## src/rtl/ex_defs.svh

```systemverilog
`ifndef EX_DEFS_SVH
`define EX_DEFS_SVH

// datapath width
`define EX_XLEN 32

// fill pattern for data fields of a bubble
`define EX_POISON {`EX_XLEN{1'b1}}

// pc carried by a bubble
`define EX_PC_NOP {`EX_XLEN{1'b0}}

// set to 1 to build the stage without the RV32M multiplier.
// multiply codes then produce zero
`define EX_EXCLUDE_RV32M 0

`endif

```

## src/rtl/ex_pkg.sv

```systemverilog
`include "ex_defs.svh"

package ex_pkg;

    // RV32IM execute operation codes
    typedef enum logic [4:0] {
        alu_x      = 5'd0,
        alu_add    = 5'd1,
        alu_sub    = 5'd2,
        alu_and    = 5'd3,
        alu_or     = 5'd4,
        alu_xor    = 5'd5,
        alu_sll    = 5'd6,
        alu_srl    = 5'd7,
        alu_sra    = 5'd8,
        alu_slt    = 5'd9,
        alu_sltu   = 5'd10,
        br_beq     = 5'd11,
        br_bne     = 5'd12,
        br_blt     = 5'd13,
        br_bge     = 5'd14,
        br_bltu    = 5'd15,
        br_bgeu    = 5'd16,
        alu_jalr   = 5'd17,
        alu_copy1  = 5'd18,
        alu_mul    = 5'd19,
        alu_mulh   = 5'd20,
        alu_mulhsu = 5'd21,
        alu_mulhu  = 5'd22
    } exe_fun_e;

    // source of alu_out
    typedef enum logic [1:0] {
        unit_none = 2'd0,
        unit_alu  = 2'd1,
        unit_mul  = 2'd2
    } unit_sel_e;

    typedef struct packed {
        logic                valid;
        logic [`EX_XLEN-1:0] pc;
        exe_fun_e            exe_fun;
        logic [`EX_XLEN-1:0] op1;
        logic [`EX_XLEN-1:0] op2;
        logic [`EX_XLEN-1:0] rs2_data;
        logic [3:0]          mem_wen;
        logic                rf_wen;
        logic [3:0]          wb_sel;
        logic [4:0]          wb_addr;
        logic [2:0]          csr_cmd;
        logic                jmp_flg;
        logic [`EX_XLEN-1:0] imm_i;
        logic [`EX_XLEN-1:0] imm_b;
    } id_ex_t;

    typedef struct packed {
        logic                valid;
        logic [`EX_XLEN-1:0] pc;
        logic [`EX_XLEN-1:0] alu_out;
        logic [`EX_XLEN-1:0] op1;
        logic [`EX_XLEN-1:0] rs2_data;
        logic [3:0]          mem_wen;
        logic                rf_wen;
        logic [3:0]          wb_sel;
        logic [4:0]          wb_addr;
        logic [2:0]          csr_cmd;
        logic                jmp_flg;
        logic [`EX_XLEN-1:0] imm_i;
    } ex_mem_t;

    typedef struct packed {
        logic                br_flg;
        logic [`EX_XLEN-1:0] br_target;
    } br_res_t;

    // bubbles: invalid, all enables low, data poisoned
    localparam id_ex_t ID_EX_BUBBLE = '{
        valid: 1'b0, pc: `EX_PC_NOP, exe_fun: alu_x,
        op1: `EX_POISON, op2: `EX_POISON, rs2_data: `EX_POISON,
        mem_wen: 4'd0, rf_wen: 1'b0, wb_sel: 4'd0, wb_addr: 5'd0,
        csr_cmd: 3'd0, jmp_flg: 1'b0, imm_i: `EX_POISON, imm_b: `EX_POISON
    };

    localparam ex_mem_t EX_MEM_BUBBLE = '{
        valid: 1'b0, pc: `EX_PC_NOP, alu_out: `EX_POISON,
        op1: `EX_POISON, rs2_data: `EX_POISON,
        mem_wen: 4'd0, rf_wen: 1'b0, wb_sel: 4'd0, wb_addr: 5'd0,
        csr_cmd: 3'd0, jmp_flg: 1'b0, imm_i: `EX_POISON
    };

    localparam br_res_t BR_RES_BUBBLE = '{
        br_flg: 1'b0, br_target: `EX_POISON
    };

endpackage

```

## src/rtl/ex_branch.sv

```systemverilog
`timescale 1ns/1ps
`include "ex_defs.svh"

module ex_branch (
    input  logic [`EX_XLEN-1:0] op1,
    input  logic [`EX_XLEN-1:0] op2,
    input  logic [`EX_XLEN-1:0] pc,
    input  logic [`EX_XLEN-1:0] imm_b,
    input  ex_pkg::exe_fun_e    fun,
    output ex_pkg::br_res_t     res
);

    logic eq;
    logic lt_s;
    logic lt_u;

    assign eq   = op1 == op2;
    assign lt_s = $signed(op1) < $signed(op2);
    assign lt_u = op1 < op2;

    always_comb begin
        case (fun)
            ex_pkg::br_beq:  res.br_flg = eq;
            ex_pkg::br_bne:  res.br_flg = ~eq;
            ex_pkg::br_blt:  res.br_flg = lt_s;
            ex_pkg::br_bge:  res.br_flg = ~lt_s;
            ex_pkg::br_bltu: res.br_flg = lt_u;
            ex_pkg::br_bgeu: res.br_flg = ~lt_u;
            default:         res.br_flg = 1'b0;
        endcase
    end

    // target computed for every op, only br_flg qualifies it
    assign res.br_target = pc + imm_b;

endmodule

```

## config.mk

```make
export PLATFORM = sky130hd
export DESIGN_NAME = ex_branch
export DESIGN_NICKNAME = d
export VERILOG_FILES = /design/src/rtl/ex_pkg.sv /design/src/rtl/ex_branch.sv
export VERILOG_INCLUDE_DIRS = /design/src /design/src/rtl
export SDC_FILE = /design/constraint.sdc
export NUM_CORES = 1
export LEC_CHECK = 0
export BUFFER_PORTS_ARGS = -buffer_cell sky130_fd_sc_hd__buf_2
export CORE_MARGIN = 2
export CORE_UTILIZATION = 45
export DETAILED_ROUTE_END_ITERATION = 10
export PLACE_DENSITY = 0.81
export RECOVER_POWER = 100
export SYNTH_ARGS = -nofsm -noshare
export SYNTH_HDL_FRONTEND = slang
export SYNTH_SLANG_ARGS = --single-unit
export TNS_END_PERCENT = 20
```

## constraint.sdc

```tcl
create_clock -name vclk -period 6.8
set_input_delay 2.04 -clock vclk [all_inputs]
set_output_delay 2.04 -clock vclk [all_outputs]
set_load 0.1 [all_outputs]
```

# Word level (Yosys, flattened, before mapping)
# Cells that the tools add are included.
# word_totals
romBits,0
memories,0
out_inout_bits,33
reg_bits,0
inputBits,133
wordCells,14
ramBits,0
latch_bits,0
# op_classes
magnitude_cmp,2
eq_ne,7
reduce_logical,0
shift,0
div,0
add_sub_neg,1
n_mux,1
bitwise_logic,3
multipliers,0
# ops
op,count
$lt A32 B32 Y1,2
$add A32 B32 Y32,1
$eq A32 B32 Y1,1
$eq A5 B4 Y1 const B,5
$pmux W1 S6,1
$eq A5 B5 Y1 const B,1
$not A1 Y1,3

# Longest topological paths before layout
# logic_depth
word_depth,3
mapped_depth,11
ltp_nobuf,11

# Least setup slack after synthesis
# No wires, ideal clock.
# synth_path
path_kind,input to output
startpoint,input pc[0]
endpoint,output res[28] (netlist name)
t_required_ns,4.760
cell_stages,11
arrival_time_ns,5.476
n_path_buf,0
path_slack_ns,-0.716
cell_sequence,ha_1 inv_1 fa_1 nor2b_1 o211ai_1 a21boi_1 o21ai_1 a2111o_1 a31oi_1 nor2_1 xnor2_1
# synth_lines
item,line_no,source
from (decl),ex_branch.sv:7,"input logic [`EX_XLEN-1:0] pc,"
to (decl),ex_branch.sv:10,output ex_pkg::br_res_t res

==> results.toml <==
[die]
die_w_um = 80.1
die_h_um = 80.1
rows = 27
start_util = 0.470
die_area_mm2 = 0.00641
core_mm2 = 0.00554
ioPinCount = 166

[timing]
tightest_slew_ps = 1190
period_minus_slack_ps = 6640
rsz0062_at_grt = "false"
setup_viol = 0
layout_setup_ws_ps = 158
finalHoldViolCount = 0
max_slew_margin = 0.208
post-route-period-util = 0.977
fmax_mhz = 151
hold_ws_ps = 4570
drv_slew = 0

[global_routing]
grt_start_max_net_pins = 9
met1_usage = 0.240
grt_pass1_vias = 2799
antenna_found_initial = 0
gr-usage-met3 = 0.0169
use_met2 = 0.438
grt_pass1_wl_um = 11500
grt-busiest-layer = "met2"
grtUsageTotal = 0.211
grt-ovfl-total = 0

[drt]
drtIter0Drc = 82
ant_nets = 0
wl_per_cell_um = 12.6
wl_um = 7410
dr.pass1.iters = 4
viasPerCell = 5.30
vias = 3116
drcViolationCount = 0

[power_and_ir_drop]
ir_worst_vdd_v = 0.000154
finalPower_uw = 638
p_leak_uw = 0.00202
pwr_density_cell_mw_per_mm2 = 175

[worst_setup_path]
crit_type = "in -> out"
arrival_ps = 4600
crit_path_start_kind = "input pin"
cp_slowest_cell = "fa_1"
cp_max_fo = 4
slowest_delay_ps = 410
critPathCaptureType = "output port"
worst_ep_required_time_ps = 4760
crit_path_start = "pc[0]"
worst-path-buf-inv = 3
crit_family = "compound AO/OA/AOI/OAI gates"
cp_cell_sequence = "buf_2 > ha_1 > inv_1 > fa_1 > nor2b_2 > o211ai_1 > a21boi_2 > o21ai_2 > a211o_1 > a311oi_2 > mux2_2 > nand3_1 > buf_12"

[placement]
place.gp.congestion = 0.915
placedCellCount = 588
portBuffers = 166
dp_slack_ps = 36.4
hpwl_um = 6600

[logic_synthesis]
yosys_warnings = 0
syn-instance-count = 352
syn_area_per_cell_um2 = 7.39
synth_area_mm2 = 0.00260
synth.net_count = 549
ys_seq_area_frac = 0
synth_cell_types = 59

[hold_path]
hold_path_class = "in -> out"
hold_path.startpoint = "pc[31]"

[final_layout]
nets = 715
mostFrequentLayoutCell = "buf_2"
seq_cells = 0
drive_gt1_frac = 0.347
fin_util = 0.656
clock_buffers = 0
antenna_cells = 0
register_area_um2 = 0
final_cell_mix = "buf_2, ha_1, inv_1"
final_cells = 588
area_delta_synth_final_pct = 39.7

[run_status]
status = "finished, final reports clean"

[job]
maxCapViolations = 0
==> logic make-up (layout without fill, tap and decap cells) <==
kind of cell | after synthesis | count (layout) | share of synthesized area
muxes | 5 | 5 | 0.0197
buffers and inverters | 46 | 210 | 0.0668
AOI/OAI and AO/OA | 110 | 110 | 0.317
and+or+nand+nor | 100 | 100 | 0.195
adders and majority gates | 64 | 64 | 0.311
xor gates and xnor gates | 27 | 27 | 0.0909
==> per-stage QoR <==
| stage | setup TNS [ps] | area, um^2 |
|---|---|---|
| 6_report | 0 | 3630 |
| 2_1_floorplan | -2910 | 2630 |
| 4_1_cts | 0 | 3660 |
| 5_1_grt | 0 | 3630 |
| 3_5_place_dp | 0 | 3660 |
| 3_3_place_gp | 0 | 3660 |
==> where the power goes <==
group / switching, uW / internal (uW)
Sequential: 0 / 0
Clock: 0 / 0
Combinational: 463 / 174
==> final timing paths <==
kind  cells after the start      end  slack [ps]
min                       4  res[31]        4570
max                      13  res[20]         160
==> area by class of cell <==
type	count	area [um^2]
tap	72	90.1
inverter	43	161
timing repair buffer	167	922
multi-input combinational	306	2460
fill	497	1910
==> cells in the mapped netlist (all sizes together) (2+ instances only) <==
library cell | instances | area, um^2
a221oi | 2 | 23.8
nor4b | 2 | 17.5
nor2b | 7 | 43.8
nand4 | 11 | 68.8
a31oi | 2 | 27.5
nor4 | 3 | 18.8
mux2i | 4 | 40.0
nand2 | 19 | 71.3
o211ai | 4 | 35.0
a21boi | 2 | 15.0
nor3 | 5 | 25.0
a211oi | 5 | 42.5
and4 | 2 | 17.5
nor2 | 25 | 93.8
clkbuf | 2 | 7.51
and3 | 3 | 18.8
a211o | 3 | 26.3
a21oi | 31 | 163
nand3 | 13 | 65.1
ha | 63 | 788
inv | 43 | 161
nand2b | 4 | 25.0
o21a | 7 | 53.8
o2111ai | 2 | 35.0
xor2 | 11 | 96.3
o21ai | 17 | 92.6
or3 | 3 | 18.8
a21o | 17 | 128
o21bai | 5 | 37.5
xnor2 | 16 | 140
==> per-layer routing <==
metal  part of all wire  vias up  wire, um
met2               0.53      104      3900
met4             0.0063        0        47
met3              0.062        6       463
li1                   -     1633         -
met1               0.41     1373      3000
met5                  0        -         0
==> what timing repair did <==
action / 4_1_cts / 5_1_grt
hold buffers: 0 / 0
gates resized for setup: 0 / 3
setup endpoints to repair: 0 / 5
buffers inserted: 0 / 0
No activity file was read; power rests on OpenSTA's default activity.
