[src/rtl/ex_defs.svh]
`ifndef EX_DEFS_SVH
`define EX_DEFS_SVH

// datapath width
`define EX_XLEN 32

// fill pattern for data fields of a bubble
`define EX_POISON {`EX_XLEN{1'b1}}

// pc carried by a bubble
`define EX_PC_NOP {`EX_XLEN{1'b0}}

// set to 1 to build the stage without the RV32M multiplier.
// multiply codes then produce zero
`define EX_EXCLUDE_RV32M 0

`endif

[src/rtl/ex_pkg.sv]
`include "ex_defs.svh"

package ex_pkg;

    // RV32IM execute operation codes
    typedef enum logic [4:0] {
        alu_x      = 5'd0,
        alu_add    = 5'd1,
        alu_sub    = 5'd2,
        alu_and    = 5'd3,
        alu_or     = 5'd4,
        alu_xor    = 5'd5,
        alu_sll    = 5'd6,
        alu_srl    = 5'd7,
        alu_sra    = 5'd8,
        alu_slt    = 5'd9,
        alu_sltu   = 5'd10,
        br_beq     = 5'd11,
        br_bne     = 5'd12,
        br_blt     = 5'd13,
        br_bge     = 5'd14,
        br_bltu    = 5'd15,
        br_bgeu    = 5'd16,
        alu_jalr   = 5'd17,
        alu_copy1  = 5'd18,
        alu_mul    = 5'd19,
        alu_mulh   = 5'd20,
        alu_mulhsu = 5'd21,
        alu_mulhu  = 5'd22
    } exe_fun_e;

    // source of alu_out
    typedef enum logic [1:0] {
        unit_none = 2'd0,
        unit_alu  = 2'd1,
        unit_mul  = 2'd2
    } unit_sel_e;

    typedef struct packed {
        logic                valid;
        logic [`EX_XLEN-1:0] pc;
        exe_fun_e            exe_fun;
        logic [`EX_XLEN-1:0] op1;
        logic [`EX_XLEN-1:0] op2;
        logic [`EX_XLEN-1:0] rs2_data;
        logic [3:0]          mem_wen;
        logic                rf_wen;
        logic [3:0]          wb_sel;
        logic [4:0]          wb_addr;
        logic [2:0]          csr_cmd;
        logic                jmp_flg;
        logic [`EX_XLEN-1:0] imm_i;
        logic [`EX_XLEN-1:0] imm_b;
    } id_ex_t;

    typedef struct packed {
        logic                valid;
        logic [`EX_XLEN-1:0] pc;
        logic [`EX_XLEN-1:0] alu_out;
        logic [`EX_XLEN-1:0] op1;
        logic [`EX_XLEN-1:0] rs2_data;
        logic [3:0]          mem_wen;
        logic                rf_wen;
        logic [3:0]          wb_sel;
        logic [4:0]          wb_addr;
        logic [2:0]          csr_cmd;
        logic                jmp_flg;
        logic [`EX_XLEN-1:0] imm_i;
    } ex_mem_t;

    typedef struct packed {
        logic                br_flg;
        logic [`EX_XLEN-1:0] br_target;
    } br_res_t;

    // bubbles: invalid, all enables low, data poisoned
    localparam id_ex_t ID_EX_BUBBLE = '{
        valid: 1'b0, pc: `EX_PC_NOP, exe_fun: alu_x,
        op1: `EX_POISON, op2: `EX_POISON, rs2_data: `EX_POISON,
        mem_wen: 4'd0, rf_wen: 1'b0, wb_sel: 4'd0, wb_addr: 5'd0,
        csr_cmd: 3'd0, jmp_flg: 1'b0, imm_i: `EX_POISON, imm_b: `EX_POISON
    };

    localparam ex_mem_t EX_MEM_BUBBLE = '{
        valid: 1'b0, pc: `EX_PC_NOP, alu_out: `EX_POISON,
        op1: `EX_POISON, rs2_data: `EX_POISON,
        mem_wen: 4'd0, rf_wen: 1'b0, wb_sel: 4'd0, wb_addr: 5'd0,
        csr_cmd: 3'd0, jmp_flg: 1'b0, imm_i: `EX_POISON
    };

    localparam br_res_t BR_RES_BUBBLE = '{
        br_flg: 1'b0, br_target: `EX_POISON
    };

endpackage

[src/rtl/ex_alu.sv]
`timescale 1ns/1ps
`include "ex_defs.svh"

module ex_alu (
    input  logic [`EX_XLEN-1:0] op1,
    input  logic [`EX_XLEN-1:0] op2,
    input  ex_pkg::exe_fun_e    fun,
    output logic [`EX_XLEN-1:0] result
);

    localparam int XLEN    = `EX_XLEN;
    localparam int SHAMT_W = $clog2(XLEN);

    logic [SHAMT_W-1:0] shamt;
    logic [XLEN-1:0]    sum;
    logic               lt_s;
    logic               lt_u;

    assign shamt = op2[SHAMT_W-1:0];
    assign sum   = op1 + op2;
    assign lt_s  = $signed(op1) < $signed(op2);
    assign lt_u  = op1 < op2;

    always_comb begin
        case (fun)
            ex_pkg::alu_add: begin
                result = sum;
            end
            ex_pkg::alu_sub: begin
                result = op1 - op2;
            end
            ex_pkg::alu_and: begin
                result = op1 & op2;
            end
            ex_pkg::alu_or: begin
                result = op1 | op2;
            end
            ex_pkg::alu_xor: begin
                result = op1 ^ op2;
            end
            ex_pkg::alu_sll: begin
                result = op1 << shamt;
            end
            ex_pkg::alu_srl: begin
                result = op1 >> shamt;
            end
            ex_pkg::alu_sra: begin
                result = $signed(op1) >>> shamt;
            end
            ex_pkg::alu_slt: begin
                result = {{(XLEN-1){1'b0}}, lt_s};
            end
            ex_pkg::alu_sltu: begin
                result = {{(XLEN-1){1'b0}}, lt_u};
            end
            // jalr target is always halfword aligned
            ex_pkg::alu_jalr: begin
                result = sum & {{(XLEN-1){1'b1}}, 1'b0};
            end
            ex_pkg::alu_copy1: begin
                result = op1;
            end
            default: begin
                result = '0;
            end
        endcase
    end

endmodule

[config.mk]
export PLATFORM = sky130hd
export DESIGN_NAME = ex_alu
export DESIGN_NICKNAME = d
export VERILOG_FILES = /design/src/rtl/ex_pkg.sv /design/src/rtl/ex_alu.sv
export VERILOG_INCLUDE_DIRS = /design/src /design/src/rtl
export SDC_FILE = /design/constraint.sdc
export NUM_CORES = 1
export LEC_CHECK = 0
export ABC_AREA = 1
export BUFFER_PORTS_ARGS = -buffer_cell sky130_fd_sc_hd__buf_2
export CAP_MARGIN = 5
export CORE_MARGIN = 5
export CORE_UTILIZATION = 27
export DETAILED_ROUTE_END_ITERATION = 7
export PLACE_DENSITY_LB_ADDON = 0.3
export SLEW_MARGIN = 0
export SYNTH_ARGS = -nofsm -noshare
export SYNTH_HDL_FRONTEND = slang
export SYNTH_SLANG_ARGS = --single-unit
export TNS_END_PERCENT = 30
[constraint.sdc]
create_clock -name vclk -period 2.3
set_clock_uncertainty 0.05 [all_clocks]
set_input_delay 0.23 -clock vclk [all_inputs]
set_output_delay 0.23 -clock vclk [all_outputs]
set_load 0.02 [all_outputs]
# Word-level counts from Yosys, hierarchy flattened
# Index checks and enable logic that the tools add are counted.
totals:
  wordCells: 23
  regBits: 0
op_classes:
  n_shift: 3
  add_sub_neg: 2
  bitwise_logic: 3
  mux: 1
  eq_ne: 12
  order_cmp: 2
op_table:
  columns: ["cell", "count"]
  rows:
  - ["$pmux W32 S12", 1]
  - ["$lt A32 B32 Y1", 2]
  - ["$add A32 B32 Y32", 1]
  - ["$and A32 B32 Y32", 1]
  - ["$or A32 B32 Y32", 1]
  - ["$shl A32 B5 Y32", 1]
  - ["$shr A32 B5 Y32", 1]
  - ["$sshr A32 B5 Y32", 1]
  - ["$sub A32 B32 Y32", 1]
  - ["$xor A32 B32 Y32", 1]
  - ["$eq A5 B3 Y1 const B", 4]
  - ["$eq A5 B4 Y1 const B", 3]
  - ["$eq A5 B2 Y1 const B", 2]
  - ["$eq A5 B5 Y1 const B", 2]
  - ["$eq A5 B1 Y1 const B", 1]

# Longest topological paths before layout
logic_depth:
  ltp_word: 2
  depth_mapped: 19
  mapped_depth_nobuf: 16

# Worst setup path after synthesis
# No wires, ideal clock.
synth_path:
  kind: "input -> output"
  startpoint: "in op2[3]"
  endpoint: "out result[18]"
  arrival_ns: 2.222
  path_slack_ns: -0.202
  required_ns: 2.020
  cell_stages: 17
  n_path_buf: 3
  path_cell_list: "inv_2 -> buf_2 -> buf_1 -> ha_1 -> buf_2 -> inv_1 -> nand2_1 -> nand2_1 -> nand2_1 -> nand3_1 -> nand2_1 -> nand2_1 -> nand2_1 -> nand2_1 -> nand2_1 -> nand3_1 -> nand4_1"
synth_between:
  elab_chain_len: 2
  elab_cells_between_ends: 6
  cone_classes: "add/sub: 2; shift: 3; mux: 1"
synth_rtl:
  columns: ["element", "line_no", "source"]
  rows:
  - ["from (decl)", "ex_alu.sv:6", "input logic [`EX_XLEN-1:0] op2,"]
  - ["$add A32 B32 Y32 (tied with other cells)", "ex_alu.sv:20", "assign sum = op1 + op2;"]
  - ["$pmux W32 S12 *", "ex_alu.sv:25", "case (fun)"]
  - ["to (decl)", "ex_alu.sv:8", "output logic [`EX_XLEN-1:0] result"]
# Every way passes the cells marked *; elsewhere a longest branch is shown, timed or not.

# Final worst setup path
layout_path:
  startpoint: "in op2[1]"
  endpoint: "out result[13]"
# Same word-level chain as after synthesis.

==> out/results.ini <==
[status]
outcome = complete, but fails checks
violations = setup timing

[finish]
drive_gt1_frac = 0.373
syn_to_final_growth_pct = 61.0
ff_latch_area_um2 = 0
nets = 2789
stdcell_count = 3129
final_area_mm2 = 0.0167
clkbuf_count = 0
diodes = 0
nFlopsAndLatches = 0

[route]
drt_iter0_drc = 1661
drt_first_pass_iters = 6
wire_per_inst_um = 19.9
vias = 16100
drt_wl_total_mm = 62.2
drc = 0
antenna_left = 0
via_per_inst = 5.15

[job]
maxCapViolCount = 0

[die]
fp.dieH_um = 206
io_pins = 101
rows = 71
start_util = 0.274
core-area_mm2 = 0.0378
die_area_mm2 = 0.0425
die_w_um = 206

[worst_setup_path]
end_kind = output port
worst_setup_path_start_kind = input port
crit_slowest_cell = o21ai_1
critPathMaxStageDelay_ps = 240
worstPathCellList = clkbuf_4 -> buf_6 -> buf_16 -> nor2_2 -> buf_6 -> o22ai_1 -> nand2_1 -> nand3_1 -> buf_4 -> o21ai_1 -> nand2_1 -> buf_2
critPathRequiredTime_ps = 2020
crit_arrival_ps = 2160
path_class = in -> out
crit_fanout = 15

[synthesis]
synth_nets = 2310
yosysTopAreaCell = nand2_1
ys_top_cells_by_count = nand2_1, nand3_1, inv_1
synth-simple-area-share = 0.598
synthAdderAreaFrac = 0.122
synth_top_family_by_area = simple AND/OR/NAND/NOR gates
synth_xor_area_frac = 0.00253
ys_warn_count = 0
yosysMostFrequentCell = nand2_1
yosys.cell_types.count = 46
synth.area.mux_share = 0.000964
synth_top_area_share = 0.268
syn_avg_cell_area_um2 = 4.85
ys_seq_area_frac = 0
synth_compound_area_frac = 0.121
syn-cell-area_mm2 = 0.0104
synthCells = 2141
synthTopCellsByArea = nand2_1, nand3_1, ha_1

[sta]
setup_viol = 27
relSlewSlack = 0.662
fin_ws_ps = -140
clock.fmax_mhz = 410
fin_crit_sh = 1.06
fin_crit_ps = 2440
drv_slew = 0
hold_violations = 0
tightest_slew_ps = 507
rsz0062_at_grt = true
hold_ws_ps = 1010
setup_tns_ps = -2060

[place]
dp_cells = 3109
gp_congestion = 1.03
dpl-instance-area_mm2 = 0.0146
dpl_worst_slack_ps = -533
hpwlAfterDp_mm = 50.8
portBuffers = 101

[global_route]
grt_pass1_vias = 14900
grt-ovfl-total = 0
grt_util_met2 = 0.424
use_met3 = 0.0494
grt_pass1_wl_mm = 89.2
antenna_found_initial = 1
grt_max_degree = 62
busiest_layer = met2
use_met1 = 0.378
grtUsageTotal = 0.273

[power]
p_leak_nw = 9.02
vdd_drop_max_mv = 0.0996
power.density_mw_per_mm2 = 235

[hold_path]
hp-class = in -> out

[clock_tree]
cts_hold_buf = 0

==> stage by stage <==
step	power, W	utilization
after floorplan	0.00164	-
after global placement	0.00323	0.386
after detailed placement	0.00324	0.386
after CTS	0.00360	0.420
after global routing	0.00420	0.442
final	0.00393	0.442
==> worst paths after layout <==
| check | startpoint | endpoint | slack [ps] | depth (start not counted) |
|---|---|---|---|---|
| hold / removal | fun[0] | result[0] | 1010 | 6 |
| setup / recovery | op2[1] | result[13] | -140 | 12 |
==> cell usage in the layout (no fill, tap or decap), types with 20 or more instances in the layout <==
cell and instances:
a21oi_1 58, a21oi_2 21, buf_2 58, buf_4 445, buf_6 37, ha_1 56
ha_4 31, inv_1 222, inv_2 70, nand2_1 636, nand2_2 92, nand2_4 20
nand3_1 342, nand3_2 40, nand4_1 28, nor2_1 125, nor2_2 39, nor2_4 31
o21ai_0 40, o21ai_1 23, o22ai_1 35
==> logic make-up (layout without fill, tap and decap cells) <==
logic type                 after synthesis  after routing
xor gates and xnor gates                 3              3
and+or+nand+nor                       1422           1422
adders and majority gates              100            100
muxes                                    1              1
buffers and inverters                  393            870
AOI/OAI and AO/OA                      222            222
==> cell type report <==
class | count | area [um^2]
Fill cell | 4234 | 21100
Multi-Input combinational cell | 1748 | 10300
Timing Repair Buffer | 567 | 4600
Tap cell | 511 | 639
Inverter | 303 | 1170
==> metal layers <==
layer,part of all wire,wire length (um)
met5,0.00013,8
met4,0.048,2970
met3,0.089,5560
met2,0.43,26500
met1,0.44,27100
==> power breakdown <==
part,switching [W],leakage [nW],total [W],internal [W]
logic,0.00230,9.02,0.00393,0.00163
clock network,0,0,0,0
registers,0,0,0,0
total,0.00230,9.02,0.00393,0.00163
==> timing repair <==
action                                  4_1_cts  5_1_grt
setup buffers                                 7        7
pin swaps                                    53       68
endpoints found under the setup margin       32       32
gates cloned                                  3        3
hold endpoints to repair                      0        0
resized for setup                           320      226
==> worst max-delay path, delay by kind of cell <==
family | cells | cell delay (ps)
buf+inv | 6 | 1030
simple gates | 4 | 500
compound gates | 2 | 370
(Power assumes the default switching activity.)
